## src/gpioPkg.sv

```systemverilog
`default_nettype none

package gpioPkg;

	// ------------------------------
	// Widths
	// ------------------------------
	localparam int GpioWidth      = 5;
	localparam int SwNum          = 7;
	localparam int DipNum         = 2;
	localparam int BusWidth       = 32;
	localparam int CsrOffsetWidth = 8;
	localparam int BlockIdWidth   = 8;
	// Block ID sits right above the offset byte
	localparam int BlockIdLsb     = 8;

	typedef logic [BusWidth-1:0]       busWord_t;
	typedef logic [GpioWidth-1:0]      gpioVec_t;
	typedef logic [SwNum-1:0]          swVec_t;
	typedef logic [DipNum-1:0]         dipVec_t;
	typedef logic [CsrOffsetWidth-1:0] csrOffset_t;
	typedef logic [BlockIdWidth-1:0]   blockId_t;

	// ------------------------------
	// Address map
	// ------------------------------
	localparam blockId_t BlockAdrs    = 8'h01;
	localparam int       WriteFlagBit = 30;

	// Control registers, read/write
	localparam csrOffset_t OffOutCtrl = 8'h00;
	localparam csrOffset_t OffDir     = 8'h04;
	localparam csrOffset_t OffAltMode = 8'h08;
	// Status, read only
	localparam csrOffset_t OffGpioIn  = 8'h40;
	localparam csrOffset_t OffPushSw  = 8'h41;
	localparam csrOffset_t OffEdgeSw  = 8'h42;
	localparam csrOffset_t OffLongSw  = 8'h43;
	localparam csrOffset_t OffDipSw   = 8'h44;

	// ------------------------------
	// Switch filter
	// ------------------------------
	localparam int DebounceCycles = 4;
	localparam int LongCycles     = 16;
	localparam int DebCntWidth    = $clog2(DebounceCycles + 1);
	localparam int LongCntWidth   = $clog2(LongCycles + 1);

	typedef logic [DebCntWidth-1:0]  debCnt_t;
	typedef logic [LongCntWidth-1:0] longCnt_t;

	// Control register set
	typedef struct packed {
		gpioVec_t outCtrl;
		gpioVec_t dir;
		gpioVec_t altMode;
	} gpioCtrl_t;

	// Conditioned switch state
	typedef struct packed {
		swVec_t push;
		swVec_t edgePulse;
		swVec_t long;
	} swState_t;

	typedef enum logic [1:0] {
		Released,
		Pressed,
		Held
	} swPhase_t;

	// All pins input, alternate mode on
	localparam gpioCtrl_t CtrlResetValue = '{outCtrl: '0, dir: '1, altMode: '1};

endpackage

`default_nettype wire

```

## src/gpioCsr.sv

```systemverilog
`default_nettype none

module gpioCsr (
	input  logic               iSCLK,
	input  logic               iSRST,
	// Bus
	input  gpioPkg::busWord_t  adrs,
	input  gpioPkg::busWord_t  wd,
	output gpioPkg::busWord_t  rd,
	// Control out to the pad block
	output gpioPkg::gpioCtrl_t ctrl,
	// Status in
	input  gpioPkg::gpioVec_t  gpioIn,
	input  gpioPkg::swState_t  swState,
	input  gpioPkg::dipVec_t   dipSw
);
	import gpioPkg::*;

	csrOffset_t offset;
	blockId_t   blockId;
	logic       writeFlag;
	logic       writeHit;
	gpioVec_t   wdPins;

	// ------------------------------
	// Write decode
	// ------------------------------

	// Low byte picks the register
	assign offset    = adrs[CsrOffsetWidth-1:0];
	assign blockId   = adrs[BlockIdLsb +: BlockIdWidth];
	assign writeFlag = adrs[WriteFlagBit];

	// Write strobe only for our own block
	assign writeHit = writeFlag && (blockId == BlockAdrs);

	// Only the pin-wide slice of the data is kept
	assign wdPins = wd[GpioWidth-1:0];

	// ------------------------------
	// Control registers
	// ------------------------------
	always_ff @(posedge iSCLK)
	begin
		if (iSRST)
		begin
			ctrl <= CtrlResetValue;
		end
		else if (writeHit)
		begin
			case (offset)
				OffOutCtrl:
				begin
					ctrl.outCtrl <= wdPins;
				end
				OffDir:
				begin
					ctrl.dir <= wdPins;
				end
				OffAltMode:
				begin
					ctrl.altMode <= wdPins;
				end
				default:
				begin
					// Other offsets are read only, nothing to store
					ctrl <= ctrl;
				end
			endcase
		end
	end

	// ------------------------------
	// Read mux
	// ------------------------------

	// Runs every cycle, result lands one cycle after the address
	// Only the offset byte is decoded, block ID ignored here
	always_ff @(posedge iSCLK)
	begin
		if (iSRST)
		begin
			rd <= '0;
		end
		else
		begin
			case (offset)
				OffOutCtrl:
				begin
					rd <= {{(BusWidth - GpioWidth){1'b0}}, ctrl.outCtrl};
				end
				OffDir:
				begin
					rd <= {{(BusWidth - GpioWidth){1'b0}}, ctrl.dir};
				end
				OffAltMode:
				begin
					rd <= {{(BusWidth - GpioWidth){1'b0}}, ctrl.altMode};
				end
				// Synchronized pad levels
				OffGpioIn:
				begin
					rd <= {{(BusWidth - GpioWidth){1'b0}}, gpioIn};
				end
				// Debounced levels
				OffPushSw:
				begin
					rd <= {{(BusWidth - SwNum){1'b0}}, swState.push};
				end
				// One cycle pulse per press
				OffEdgeSw:
				begin
					rd <= {{(BusWidth - SwNum){1'b0}}, swState.edgePulse};
				end
				OffLongSw:
				begin
					rd <= {{(BusWidth - SwNum){1'b0}}, swState.long};
				end
				// DIP taken straight from the pins on read
				OffDipSw:
				begin
					rd <= {{(BusWidth - DipNum){1'b0}}, dipSw};
				end
				// Unmapped, echo write data
				default:
				begin
					rd <= wd;
				end
			endcase
		end
	end

endmodule

`default_nettype wire

```

## src/gpioPort.sv

```systemverilog
`default_nettype none

module gpioPort (
	input  logic               iSCLK,
	input  logic               iSRST,
	input  gpioPkg::gpioCtrl_t ctrl,
	// Alternate function drive
	input  gpioPkg::gpioVec_t  altOut,
	// Raw pad levels, not clock aligned
	input  gpioPkg::gpioVec_t  gpioPadIn,
	output gpioPkg::gpioVec_t  gpioPadOut,
	output gpioPkg::gpioVec_t  gpioPadOe,
	output gpioPkg::gpioVec_t  gpioIn
);
	import gpioPkg::*;

	gpioVec_t padMeta;

	// ------------------------------
	// Pad drive
	// ------------------------------

	// Per pin, alternate function or register value
	always_comb
	begin
		for (int i = 0; i < GpioWidth; i++)
		begin
			gpioPadOut[i] = ctrl.altMode[i] ? altOut[i] : ctrl.outCtrl[i];
		end
	end

	// Dir bit 1 means input, so the enable is the inverse
	assign gpioPadOe = ~ctrl.dir;

	// ------------------------------
	// Input sync
	// ------------------------------

	// Two flops into the clock domain
	always_ff @(posedge iSCLK)
	begin
		if (iSRST)
		begin
			padMeta <= '0;
			gpioIn  <= '0;
		end
		else
		begin
			padMeta <= gpioPadIn;
			gpioIn  <= padMeta;
		end
	end

endmodule

`default_nettype wire

```

## src/switchFilter.sv

```systemverilog
`default_nettype none

module switchFilter (
	input  logic              iSCLK,
	input  logic              iSRST,
	// Raw push switches, asynchronous and bouncing
	input  gpioPkg::swVec_t   switchRaw,
	output gpioPkg::swState_t swState
);
	import gpioPkg::*;

	swVec_t   swMeta;
	swVec_t   swSync;
	// Debounced level
	swVec_t   push;
	debCnt_t  debCnt [SwNum];
	swPhase_t phase [SwNum];
	longCnt_t longCnt [SwNum];
	swVec_t   edgePulse;
	swVec_t   longPress;

	// ------------------------------
	// Synchronizer
	// ------------------------------
	always_ff @(posedge iSCLK)
	begin
		if (iSRST)
		begin
			swMeta <= '0;
			swSync <= '0;
		end
		else
		begin
			swMeta <= switchRaw;
			swSync <= swMeta;
		end
	end

	// ------------------------------
	// Debounce
	// ------------------------------

	// Counter runs while the sample differs from the accepted level
	// Any matching sample restarts it, so short glitches die here
	always_ff @(posedge iSCLK)
	begin
		if (iSRST)
		begin
			push <= '0;
			for (int i = 0; i < SwNum; i++)
			begin
				debCnt[i] <= '0;
			end
		end
		else
		begin
			for (int i = 0; i < SwNum; i++)
			begin
				if (swSync[i] == push[i])
				begin
					debCnt[i] <= '0;
				end
				else if (debCnt[i] == debCnt_t'(DebounceCycles - 1))
				begin
					// Stable long enough, take the new level
					push[i]   <= swSync[i];
					debCnt[i] <= '0;
				end
				else
				begin
					debCnt[i] <= debCnt[i] + debCnt_t'(1);
				end
			end
		end
	end

	// ------------------------------
	// Press phase
	// ------------------------------
	always_ff @(posedge iSCLK)
	begin
		if (iSRST)
		begin
			for (int i = 0; i < SwNum; i++)
			begin
				phase[i]   <= Released;
				longCnt[i] <= '0;
			end
		end
		else
		begin
			for (int i = 0; i < SwNum; i++)
			begin
				case (phase[i])
					Released:
					begin
						// Rising cycle already counts as the first one
						if (push[i])
						begin
							phase[i]   <= Pressed;
							longCnt[i] <= longCnt_t'(1);
						end
					end
					Pressed:
					begin
						if (!push[i])
						begin
							phase[i] <= Released;
						end
						else if (longCnt[i] == longCnt_t'(LongCycles - 1))
						begin
							phase[i] <= Held;
						end
						else
						begin
							longCnt[i] <= longCnt[i] + longCnt_t'(1);
						end
					end
					Held:
					begin
						if (!push[i])
						begin
							phase[i] <= Released;
						end
					end
					default:
					begin
						phase[i] <= Released;
					end
				endcase
			end
		end
	end

	// Edge is the Released to Pressed transition cycle
	// Long drops in the same cycle as push
	always_comb
	begin
		for (int i = 0; i < SwNum; i++)
		begin
			edgePulse[i] = push[i] && (phase[i] == Released);
			longPress[i] = push[i] && (phase[i] == Held);
		end
	end

	assign swState = '{push: push, edgePulse: edgePulse, long: longPress};

endmodule

`default_nettype wire

```

## src/gpioTop.sv

```systemverilog
`default_nettype none

module gpioTop (
	input  logic              iSCLK,
	input  logic              iSRST,
	// Bus
	input  gpioPkg::busWord_t adrs,
	input  gpioPkg::busWord_t wd,
	output gpioPkg::busWord_t rd,
	// Pins
	input  gpioPkg::gpioVec_t gpioPadIn,
	output gpioPkg::gpioVec_t gpioPadOut,
	output gpioPkg::gpioVec_t gpioPadOe,
	input  gpioPkg::gpioVec_t altOut,
	// Switches
	input  gpioPkg::swVec_t   switchRaw,
	input  gpioPkg::dipVec_t  dipSw
);
	import gpioPkg::*;

	gpioCtrl_t ctrl;
	gpioVec_t  gpioIn;
	swState_t  swState;

	// ------------------------------
	// Register block
	// ------------------------------
	gpioCsr uCsr (
		.iSCLK   (iSCLK),
		.iSRST   (iSRST),
		.adrs    (adrs),
		.wd      (wd),
		.rd      (rd),
		.ctrl    (ctrl),
		.gpioIn  (gpioIn),
		.swState (swState),
		.dipSw   (dipSw)
	);

	// Pad drive and input sync
	gpioPort uPort (
		.iSCLK      (iSCLK),
		.iSRST      (iSRST),
		.ctrl       (ctrl),
		.altOut     (altOut),
		.gpioPadIn  (gpioPadIn),
		.gpioPadOut (gpioPadOut),
		.gpioPadOe  (gpioPadOe),
		.gpioIn     (gpioIn)
	);

	// Push switch conditioning
	switchFilter uSwitch (
		.iSCLK     (iSCLK),
		.iSRST     (iSRST),
		.switchRaw (switchRaw),
		.swState   (swState)
	);

endmodule

`default_nettype wire

```

## config.mk

```make
export PLATFORM = sky130hd
export DESIGN_NAME = gpioTop
export DESIGN_NICKNAME = d
export VERILOG_FILES = /design/src/gpioPkg.sv /design/src/gpioCsr.sv /design/src/gpioPort.sv /design/src/switchFilter.sv /design/src/gpioTop.sv
export SDC_FILE = /design/constraint.sdc
export NUM_CORES = 1
export LEC_CHECK = 0
export BUFFER_PORTS_ARGS = -buffer_cell sky130_fd_sc_hd__buf_2
export CAP_MARGIN = 20
export CORE_MARGIN = 2
export CORE_UTILIZATION = 42
export DETAILED_ROUTE_END_ITERATION = 8
export GPL_ROUTABILITY_DRIVEN = 0
export PLACE_DENSITY = 0.61
export SKIP_LAST_GASP = 1
export SLEW_MARGIN = 0
export SYNTH_ARGS = -nofsm -noshare
export SYNTH_HDL_FRONTEND = slang
export SYNTH_SLANG_ARGS = --single-unit
```

## constraint.sdc

```tcl
create_clock -name iSCLK -period 3.71 [get_ports iSCLK]
set_clock_uncertainty 0.15 [all_clocks]
set_input_delay 0.742 -clock iSCLK [delete_from_list [all_inputs] [get_ports iSCLK]]
set_output_delay 0.742 -clock iSCLK [all_outputs]
set_load 0.01 [all_outputs]
```

==> results of run 1 <==
## metal layers
layer	share of wire (%)	vias to the layer above	wire length, µm	GRT usage [%]
li1	-	2336	-	-
met1	45	2158	5980	20.5
met2	48	98	6310	27.1
met3	4.8	20	634	4.78
met4	2.0	0	259	7.29
met5	0	-	0	0
## cells in the mapped netlist, drive strengths merged (7+ instances only)
master / count / area, µm²
and3: 27 / 169
nor2b: 27 / 169
nand2b: 10 / 62.6
edfxtp: 70 / 2100
xor2: 7 / 61.3
and2: 8 / 50.1
xnor2: 14 / 123
ha: 28 / 350
mux2i: 22 / 220
inv: 37 / 139
o211ai: 8 / 60.1
o21ai: 7 / 35.0
nand3: 12 / 60.1
or3: 7 / 43.8
a22oi: 7 / 52.6
dfxtp: 78 / 1560
nor3b: 10 / 80.1
nand2: 39 / 146
nor2: 89 / 344
o22ai: 8 / 50.1
clkbuf: 17 / 63.8
## how the worst max path moves through the flow
stage	slack [ns]	cells past startpoint	start	to
global route	1.20	5	uSwitch.longCnt[3][0]$_SDFFCE_PP0P_	uSwitch.longCnt[3][1]$_SDFFCE_PP0P_
detailed placement	0.92	6	adrs[0]	uCsr.ctrl[11]$_SDFFE_PP0P_
finish	1.31	5	uSwitch.longCnt[3][0]$_SDFFCE_PP0P_	uSwitch.longCnt[3][1]$_SDFFCE_PP0P_
CTS	1.29	5	uSwitch.longCnt[3][0]$_SDFFCE_PP0P_	uSwitch.longCnt[3][2]$_SDFFCE_PP0P_
floorplan	1.38	7	adrs[1]	uCsr.rd[2]$_SDFF_PP0_
global placement	0.95	6	adrs[0]	uCsr.ctrl[8]$_SDFFE_PP1P_
## cell type report
type	count	area [µm²]
well taps	188	235
clock inverters	3	16.3
multi-input cells	408	2690
inverters	38	143
flip-flops and latches	148	3660
fillers	1380	7320
clock buffers	29	543
repair buffers	116	593
## stage by stage
| step | setup slack [ns] | std cells |
|---|---|---|
| final | 1.31 | 930 |
| after global routing | 1.20 | 930 |
| after CTS | 1.29 | 930 |
| after detailed placement | 0.920 | 898 |
| after global placement | 0.951 | 898 |
| after floorplan | 1.38 | 617 |
## flip-flops by register name, indices dropped and copies added (netlist names)
name / cells
uCsr.ctrl: 15
uCsr.rd: 32
uPort.gpioIn: 5
uPort.padMeta: 5
uSwitch.debCnt: 21
uSwitch.longCnt: 35
uSwitch.phase: 14
uSwitch.push: 7
uSwitch.swMeta: 7
uSwitch.swSync: 7
## worst max-delay path: cells and delay by family, from the launching register on
kind	cells	cell delay, ns
AO/OA/AOI/OAI	1	0.59
AND/OR/NAND/NOR	2	0.37
adder cells (fa/ha/maj)	2	0.50
flip-flops	1	0.42
## power by group through the flow
stage | Clock (mW) | Combinational (mW) | Sequential, mW
floorplan | 0 | 0.152 | 1.86
detailed placement | 0 | 0.254 | 1.86
global route | 1.72 | 0.285 | 1.83
finish | 1.60 | 0.253 | 1.82
global placement | 0 | 0.247 | 1.85
CTS | 1.64 | 0.256 | 1.82
## kinds of logic (layout without fill, tap and decap cells)
| kind of cell | Yosys count | in the layout |
|---|---|---|
| xor gates and xnor gates | 21 | 21 |
| DFF | 148 | 148 |
| muxes | 28 | 28 |
| buffers and inverters | 61 | 186 |
| and+or+nand+nor | 252 | 252 |
| other | 1 | 21 |
| adders and majority gates | 28 | 28 |
| AOI/OAI and AO/OA | 58 | 58 |
==> impl_metrics.py, run 1 <==
metrics = {
    "routing": {
        "drtAntennaViolNets": 0,
        "drt-initial-drc-count": 155,
        "drc": 0,
        "viasPerCell": 4.96,
        "avgRoutedWirePerCell_um": 14.2,
        "wl_um": 13200,
        "dr.pass1.iters": 5,
        "vias": 4612,
    },
    "floorplanning": {
        "core_mm2": 0.0152,
        "die-area_mm2": 0.0166,
        "dieWidth_um": 129,
        "start_util_pct": 43.0,
        "die_h_um": 129,
        "ios": 127,
        "row_count": 45,
    },
    "synth": {
        "async_flop_share_pct": 0,
        "ys.flop_type": "dfxtp_1",
        "synth_compound_area_share_pct": 6.92,
        "synth_edf_count": 70,
        "synth_top_family_by_area": "simple AND/OR/NAND/NOR gates",
        "synth_area_mm2": 0.00653,
        "yosys_warnings": 0,
        "ys_seq_elements": 148,
        "synth.distinct_cells": 58,
        "ys_seq_area_share_pct": 56.1,
        "synth_xor_area_share_pct": 2.82,
        "synthCells": 597,
        "synthMuxAreaShare_pct": 4.41,
        "synth-simple-area-share_pct": 20.4,
        "syn-mean-instance-area_um2": 10.9,
        "synthAdderAreaFrac_pct": 5.37,
    },
    "sta": {
        "tns_ns": 0,
        "finalCritPeriodShare_pct": 64.7,
        "maxSlewHeadroom_pct": 50.4,
        "fin_worst_hold_slack_ns": 0.287,
        "slew_viol_final": 0,
        "finalSetupViolCount": 0,
        "rsz0062_at_grt": "no",
        "clock.fmax_mhz": 417,
        "hold_violations": 0,
        "worst_slew_pin_slew_ns": 0.736,
        "fin_crit_ns": 2.40,
    },
    "setup_path": {
        "r2r_start": "uSwitch.longCnt[3][0]$_SDFFCE_PP0P_",
        "reg2reg_setup_slack_ns": 1.31,
        "rr_worst_depth": 5,
        "criticalPathCategory": "register to register",
        "cpPeakStageDelay_ns": 0.59,
        "cp-start-kind": "register",
        "slowest_stage": "o21ai_0",
        "reg2reg_to": "uSwitch.longCnt[3][1]$_SDFFCE_PP0P_",
        "crit_arrival_ns": 2.30,
        "worst-path-max-fanout": 6,
        "crit_path_frequent_cell": "ha_1",
        "worstPathRequired_ns": 3.61,
        "cp-end-kind": "register",
        "crit_chain": "ha_1 > and3_1 > ha_1 > and2_1 > o21ai_0",
    },
    "clock_tree": {
        "path_clk_slew_ns": 0.06,
        "postCtsSetupBuffers": 0,
        "cts_sinks": 148,
        "htree_levels": 4,
        "clk_latency_ns": 0.41,
        "tritoncts": "yes",
        "holdBufCountCts": 0,
        "cts_resized": 0,
        "clock_path_buffers": 2,
        "cts_root_buf": "clkbuf_16",
        "numCtsBuffers": 17,
    },
    "power": {
        "peakVddDrop_uv": 310,
        "p_clk_share_pct": 43.5,
        "switchingPower_uw": 791,
        "power.internal_mw": 2.89,
        "combPwrFrac_pct": 6.9,
        "power_density_mw_per_mm2": 467,
        "cellLeakagePower_nw": 3.42,
        "power_switching_share_pct": 21.5,
        "power_frac_seq_pct": 49.6,
        "total_power_mw": 3.68,
    },
    "placement": {
        "dp_hpwl_um": 9620,
        "portBuffers": 111,
        "place_area_mm2": 0.00732,
    },
    "layout": {
        "syn2layout_area_growth_pct": 20.7,
        "fin_nets": 842,
        "diodes": 0,
        "final_cell_mix": "111 x buf_2, 87 x nor2_1, 78 x dfxtp_1",
        "post-route-cell-area_mm2": 0.00788,
        "final_core_util_pct": 51.8,
        "drive_gt1_share_pct": 22.4,
        "final_common_cell": "buf_2",
    },
    "worst_hold_path": {
        "holdCritStartpoint": "uSwitch.swMeta[4]$_SDFF_PP0_",
        "hp-class": "register to register",
        "hold_end": "uSwitch.swSync[4]$_SDFF_PP0_",
        "holdPathStages": 1,
    },
    "global_route": {
        "grt_max_degree": 38,
        "grt_overflow_total": 0,
        "antenna_found_initial": 0,
        "grt_pass1_wl_um": 21200,
        "grt_pass1_vias": 4469,
        "grt.total_usage_pct": 16.6,
    },
    "flow_run": {
        "max-cap-violations": 0,
    },
    "status": {
        "status": "completed",
    },
}
Power figures use the tool's default switching activity.
==> run 2, diff against run 1 <==
--- a/config.mk
+++ b/config.mk
@@ -5,13 +5,14 @@
 export SDC_FILE = /design/constraint.sdc
 export NUM_CORES = 1
 export LEC_CHECK = 0
+export ABC_AREA = 1
 export BUFFER_PORTS_ARGS = -buffer_cell sky130_fd_sc_hd__buf_2
 export CAP_MARGIN = 20
 export CORE_MARGIN = 2
 export CORE_UTILIZATION = 42
 export DETAILED_ROUTE_END_ITERATION = 8
 export GPL_ROUTABILITY_DRIVEN = 0
-export PLACE_DENSITY = 0.61
+export PLACE_DENSITY = 0.64
 export SKIP_LAST_GASP = 1
 export SLEW_MARGIN = 0
 export SYNTH_ARGS = -nofsm -noshare
==> constraint.sdc (replaced) <==
create_clock -name iSCLK -period 2 [get_ports iSCLK]
set_clock_uncertainty 0.15 [all_clocks]
set_input_delay 0.4 -clock iSCLK [delete_from_list [all_inputs] [get_ports iSCLK]]
set_output_delay 0.4 -clock iSCLK [all_outputs]
set_load 0.01 [all_outputs]
==> run 2 against run 1 <==
Sequential power is 86% higher. Largest cell class unchanged. Highest routed layer unchanged. Synthesized cell count grew 30%. Via count is 16% higher. Total power is 96% higher.
==> impl_metrics.py, run 2 <==
metrics = {
    "routing": {
        "viasPerCell": 4.58,
        "drtAntennaViolNets": 0,
        "drc": 0,
        "wl_um": 14200,
        "dr.pass1.iters": 4,
        "avgRoutedWirePerCell_um": 12.2,
        "vias": 5363,
        "drt-initial-drc-count": 364,
    },
    "synth": {
        "synth_edf_count": 70,
        "synth_top_area_share_pct": 31.1,
        "ys.flop_type": "dfxtp_1",
        "synthCells": 775,
        "synth.distinct_cells": 39,
        "post-synth-top-area-cell": "edfxtp_1",
        "async_flop_share_pct": 0,
        "yosysMostFrequentCell": "nor2_1",
        "netlist_top_cells_count": "141 x nor2_1, 126 x inv_1, 118 x nand2_1, 78 x dfxtp_1, 70 x edfxtp_1",
        "synth_area_mm2": 0.00675,
        "ys_seq_area_share_pct": 54.3,
        "syn-mean-instance-area_um2": 8.71,
        "yosys_warnings": 0,
        "synth_area_leaders": "edfxtp_1 31%, dfxtp_1 23%, nor2_1 7.8%",
        "ys_seq_elements": 148,
    },
    "clock_tree": {
        "htree_levels": 4,
        "cts_sinks": 148,
        "path_clk_slew_ns": 0.06,
        "clk_latency_ns": 0.42,
        "cts_root_buf": "clkbuf_16",
        "holdBufCountCts": 0,
        "tritoncts": "yes",
        "clock_path_buffers": 2,
        "numCtsBuffers": 17,
    },
    "floorplanning": {
        "row_count": 46,
        "die-area_mm2": 0.0171,
        "dieWidth_um": 131,
        "core_mm2": 0.0158,
        "ios": 127,
        "start_util_pct": 42.8,
        "die_h_um": 131,
    },
    "setup_path": {
        "cp_top_family": "simple AND/OR/NAND/NOR gates",
        "criticalPathCategory": "register to register",
        "cp-end-kind": "register",
        "worstPathRequired_ns": 2.12,
        "cpPeakStageDelay_ns": 0.39,
        "worst-path-buf-inv": 1,
        "cp-start-kind": "register",
        "slowest_stage": "edfxtp_1",
        "worst-path-max-fanout": 4,
        "crit_chain": "ha_2 > nand2_2 > nor2_1 > ha_2 > or3_4 > buf_4 > o21bai_1 > a21oi_1",
        "crit_arrival_ns": 2.07,
        "crit_path_frequent_cell": "ha_2",
    },
    "layout": {
        "fillers": 1507,
        "fin_cells": 1170,
        "largest_reg_flops": 35,
        "drive_gt1_share_pct": 23.3,
        "final_common_cell": "nor2_1",
        "seq_area_mm2": 0.00366,
        "final_core_util_pct": 54.1,
        "final_cell_mix": "139 x nor2_1, 126 x inv_1, 114 x nand2_1",
        "syn2layout_area_growth_pct": 26.4,
        "regMostFlops": "uSwitch.longCnt",
        "multi_input_area_mm2": 0.00264,
        "fin_nets": 1053,
        "reg_top3": "uSwitch.longCnt x35, uCsr.rd x32, uSwitch.debCnt x21",
    },
    "global_route": {
        "grt_pass1_vias": 4976,
        "grt_overflow_total": 0,
        "grt.total_usage_pct": 17.4,
        "grt_max_degree": 35,
        "grt_pass1_wl_um": 23000,
        "antenna_found_initial": 0,
    },
    "placement": {
        "dp.cells": 1135,
        "dp_hpwl_um": 10600,
        "portBuffers": 111,
        "place_ws_ns": -0.0946,
    },
    "power": {
        "peakVddDrop_uv": 715,
        "power_density_mw_per_mm2": 844,
        "cellLeakagePower_nw": 4.05,
    },
    "sta": {
        "setup_ws_ns": 0.0504,
        "finalCritPeriodShare_pct": 97.5,
        "rsz0062_at_grt": "yes",
        "slew_viol_final": 0,
        "tns_ns": 0,
        "fin_worst_hold_slack_ns": 0.0271,
        "clock.fmax_mhz": 513,
        "fin_crit_ns": 1.95,
        "finalSetupViolCount": 0,
        "hold_violations": 0,
    },
    "status": {
        "status": "completed",
    },
    "flow_run": {
        "max-cap-violations": 0,
    },
    "worst_hold_path": {
        "hp-class": "primary input to register",
    },
}
## run 2: cell types whose count changed in the layout (fill, tap and decap cells not counted), moves of 14 or more
cell,before,now
inv_1,37,126
nand2_1,39,114
nor2_1,87,139
nand3_1,12,44
buf_4,5,34
and3_1,27,0
nor2b_1,27,0
a21oi_1,3,29
mux2i_1,22,0
o21ai_0,4,25
xnor2_1,14,0
## run 2: area by class of cell
| type | count | area share, % |
|---|---|---|
| antenna | 1 | 0.0293 |
| clock buffer | 23 | 6.36 |
| clock inverter | 9 | 0.997 |
| inverter | 130 | 5.72 |
| multi-input combinational | 496 | 30.9 |
| sequential | 148 | 42.9 |
| tap | 216 | 3.17 |
| timing repair buffer | 147 | 9.87 |
## run 2: final timing paths
check / startpoint / endpoint / slack [ns] / cells after the start
setup / recovery: uSwitch.longCnt[1][1]$_SDFFCE_PN0P_ / uSwitch.longCnt[1][3]$_SDFFCE_PN0P_ / 0.05 / 8
hold / removal: gpioPadIn[3] / uPort.padMeta[3]$_SDFF_PP0_ / 0.03 / 3
setup reg to reg: uSwitch.longCnt[1][1]$_SDFFCE_PN0P_ / uSwitch.longCnt[1][3]$_SDFFCE_PN0P_ / 0.05 / 8
hold reg to reg: uPort.padMeta[0]$_SDFF_PP0_ / uPort.gpioIn[0]$_SDFF_PP0_ / 0.25 / 2
## run 2: kinds of logic (layout without fill, tap and decap cells)
logic type	after synthesis	count (layout)	share of synthesized area (%)
simple gates	349	349	22.7
buf+inv	151	309	8.82
flops	148	148	54.3
compound gates	92	92	8.02
fa+ha+maj	28	28	5.19
mux	5	5	0.834
other cells	1	22	0.0555
xor+xnor	1	1	0.130
## run 2: power breakdown
part	internal, mW	switching, mW	total, mW
clock network	2.04	1.23	3.27
registers	3.32	0.0646	3.38
logic	0.218	0.325	0.543
## run 2: worst reg2reg max path, cell delays in order, from the launching register on
cell	delay (ns)
edfxtp_1	0.39
ha_2	0.21
nand2_2	0.07
nor2_1	0.04
ha_2	0.18
or3_4	0.34
buf_4	0.15
o21bai_1	0.14
a21oi_1	0.13
## run 2: repair_timing
action,CTS,global route
setup endpoints to repair,14,52
buffers inserted,0,2
resized for setup,3,18
pin swaps,1,10
## run 2: stage by stage
stage,cell area (µm²),total power [mW]
6_report,8530,7.20
5_1_grt,8530,7.51
4_1_cts,8450,7.26
3_5_place_dp,7810,3.98
3_3_place_gp,7810,3.97
2_1_floorplan,6830,3.76
## run 2: metal layers
metal / vias to the layer above / part of all wire (%) / wire length, µm / track usage, %
li1: 2830 / - / - / -
met1: 2423 / 47 / 6730 / 23.5
met2: 97 / 47 / 6730 / 27.1
met3: 13 / 4.4 / 626 / 4.64
met4: 0 / 1.2 / 164 / 6.01
met5: - / 0 / 0 / 0
==> run 3, diff against run 2 <==
==> constraint.sdc (replaced) <==
create_clock -name iSCLK -period 2 [get_ports iSCLK]
set_clock_uncertainty 0.15 [all_clocks]
set_input_delay 0.4 -clock iSCLK [delete_from_list [all_inputs] [get_ports iSCLK]]
set_output_delay 0.4 -clock iSCLK [all_outputs]
set_load 0.1 [all_outputs]
==> run 3 against run 2 <==
Core utilization increased by 0.079 points. Critical path depth decreased by 6. Sequential share of layout area is 0.063 points lower. Clock power is essentially flat. Non-clock buffer count stayed put. Setup slack lost 0.0059 ns. Via count barely moved. Routed wire length up 0.13%.
==> impl_metrics.py, run 3 (synthesized netlist as in run 2, its figures left out) <==
metrics = {
    "status": {
        "status": "completed",
    },
    "clock_tree": {
        "path_clk_slew_ns": 0.06,
        "cts_sinks": 148,
        "htree_levels": 4,
        "holdBufCountCts": 0,
        "cts_root_buf": "clkbuf_16",
        "tritoncts": "yes",
        "numCtsBuffers": 17,
        "clk_latency_ns": 0.42,
        "clock_path_buffers": 2,
    },
    "global_route": {
        "grt_pass1_vias": 4976,
        "busiest_layer": "met2",
        "antenna_found_initial": 0,
        "use_met1_pct": 23.5,
        "grt_overflow_total": 0,
        "grt_util_met3_pct": 4.64,
        "grt_max_degree": 35,
        "grtUsageMet2_pct": 27.1,
        "grt_pass1_wl_um": 23000,
        "grt.total_usage_pct": 17.4,
    },
    "floorplanning": {
        "core_mm2": 0.0158,
        "dieWidth_um": 131,
        "start_util_pct": 42.8,
        "die_h_um": 131,
        "ios": 127,
        "die-area_mm2": 0.0171,
        "row_count": 46,
    },
    "layout": {
        "regMostFlops": "uSwitch.longCnt",
        "fin_nets": 1053,
        "syn2layout_area_growth_pct": 26.6,
        "drive_gt1_share_pct": 23.3,
        "reg_top3": "uSwitch.longCnt x35, uCsr.rd x32, uSwitch.debCnt x21",
        "final_core_util_pct": 54.2,
        "post-route-cell-area_mm2": 0.00855,
        "final_cell_mix": "139 x nor2_1, 126 x inv_1, 114 x nand2_1",
        "fillers": 1502,
        "final_common_cell": "nor2_1",
        "largest_reg_flops": 35,
    },
    "worst_hold_path": {
        "hp-class": "primary input to register",
        "holdPathStages": 3,
        "hold_end": "uPort.padMeta[3]$_SDFF_PP0_",
        "holdCritStartpoint": "gpioPadIn[3]",
    },
    "sta": {
        "fin_crit_ns": 1.96,
        "slew_viol_final": 0,
        "clock.fmax_mhz": 511,
        "tns_ns": 0,
        "finalCritPeriodShare_pct": 97.8,
        "finalSetupViolCount": 0,
        "fin_worst_hold_slack_ns": 0.0261,
        "hold_violations": 0,
        "setup_ws_ns": 0.0445,
        "rsz0062_at_grt": "yes",
    },
    "placement": {
        "dp_hpwl_um": 10600,
        "place_ws_ns": -0.0946,
        "portBuffers": 111,
        "place_area_mm2": 0.00781,
    },
    "routing": {
        "drc": 0,
        "vias": 5365,
        "avgRoutedWirePerCell_um": 12.2,
        "viasPerCell": 4.59,
        "dr.pass1.iters": 4,
        "wl_um": 14300,
        "drtAntennaViolNets": 0,
        "drt-initial-drc-count": 364,
    },
    "power": {
        "power_density_mw_per_mm2": 877,
        "peakVddDrop_uv": 721,
        "cellLeakagePower_nw": 4.06,
    },
    "setup_path": {
        "cp-start-kind": "register",
        "worst-path-max-fanout": 3,
        "reg2reg_to": "uSwitch.longCnt[1][3]$_SDFFCE_PN0P_",
        "r2r_start": "uSwitch.longCnt[1][1]$_SDFFCE_PN0P_",
        "crit_arrival_ns": 1.41,
        "rr_worst_depth": 8,
        "reg2reg_setup_slack_ns": 0.05,
        "cp-end-kind": "output pin",
        "criticalPathCategory": "register to output pin",
        "worstPathRequired_ns": 1.45,
    },
    "flow_run": {
        "max-cap-violations": 0,
    },
}
-- run 3: cell types whose count changed in the layout (fill, tap and decap cells not counted), sizes merged --
cell,change
clkbuf,+2
buf,-2
-- run 3: worst max-delay path by stage --
| stage | cells past startpoint | start | endpoint |
|---|---|---|---|
| finish | 2 | uCsr.ctrl[1]$_SDFFE_PP1P_ | gpioPadOut[1] |
| floorplan | 7 | uSwitch.longCnt[1][0]$_SDFFCE_PN0P_ | uSwitch.longCnt[1][0]$_SDFFCE_PN0P_ |
| global placement | 6 | uSwitch.longCnt[1][5]$_SDFFCE_PN0P_ | uSwitch.longCnt[1][8]$_SDFFCE_PN0P_ |
| detailed placement | 8 | uSwitch.longCnt[1][0]$_SDFFCE_PN0P_ | uSwitch.longCnt[1][3]$_SDFFCE_PN0P_ |
| CTS | 8 | uSwitch.longCnt[1][0]$_SDFFCE_PN0P_ | uSwitch.longCnt[1][3]$_SDFFCE_PN0P_ |
| global route | 8 | uSwitch.longCnt[1][0]$_SDFFCE_PN0P_ | uSwitch.longCnt[1][3]$_SDFFCE_PN0P_ |
-- run 3: final cells by class --
cell class              instances  area (µm²)  share of cell area [%]
clock buffers                  23         543                    6.35
repair buffers                147         855                    10.0
well taps                     216         270                    3.16
diodes                          1        2.50                  0.0293
flip-flops and latches        148        3660                    42.9
clock inverters                 9        85.1                   0.995
inverters                     130         488                    5.71
multi-input cells             496        2640                    30.9
-- run 3: worst max-delay path, cell delays in order, from the launching register on --
cell and delay, ns:
dfxtp_1 0.36, mux2_2 0.34, clkbuf_4 0.28
-- run 3: where the power goes --
group	switching, mW	internal (mW)	total, mW
registers	0.0645	3.32	3.38
logic	0.615	0.221	0.835
clock network	1.23	2.04	3.28
-- run 3: repair_timing --
item,4_1_cts,5_1_grt
endpoints found under the hold margin,0,0
setup buffers,0,2
gates cloned,0,0
setup endpoints to repair,17,54
pin swaps,1,10
gates resized for setup,6,20
-- run 3: routing by layer --
metal,routed length [µm],share of wire [%]
met4,164,1.1
met2,6730,47
met3,648,4.5
met1,6730,47
met5,0,0
-- run 3: per-stage QoR --
stage / cells / total power [mW]
floorplan: 795 / 4.05
global placement: 1135 / 4.26
detailed placement: 1135 / 4.27
CTS: 1167 / 7.55
global route: 1169 / 7.80
finish: 1170 / 7.49
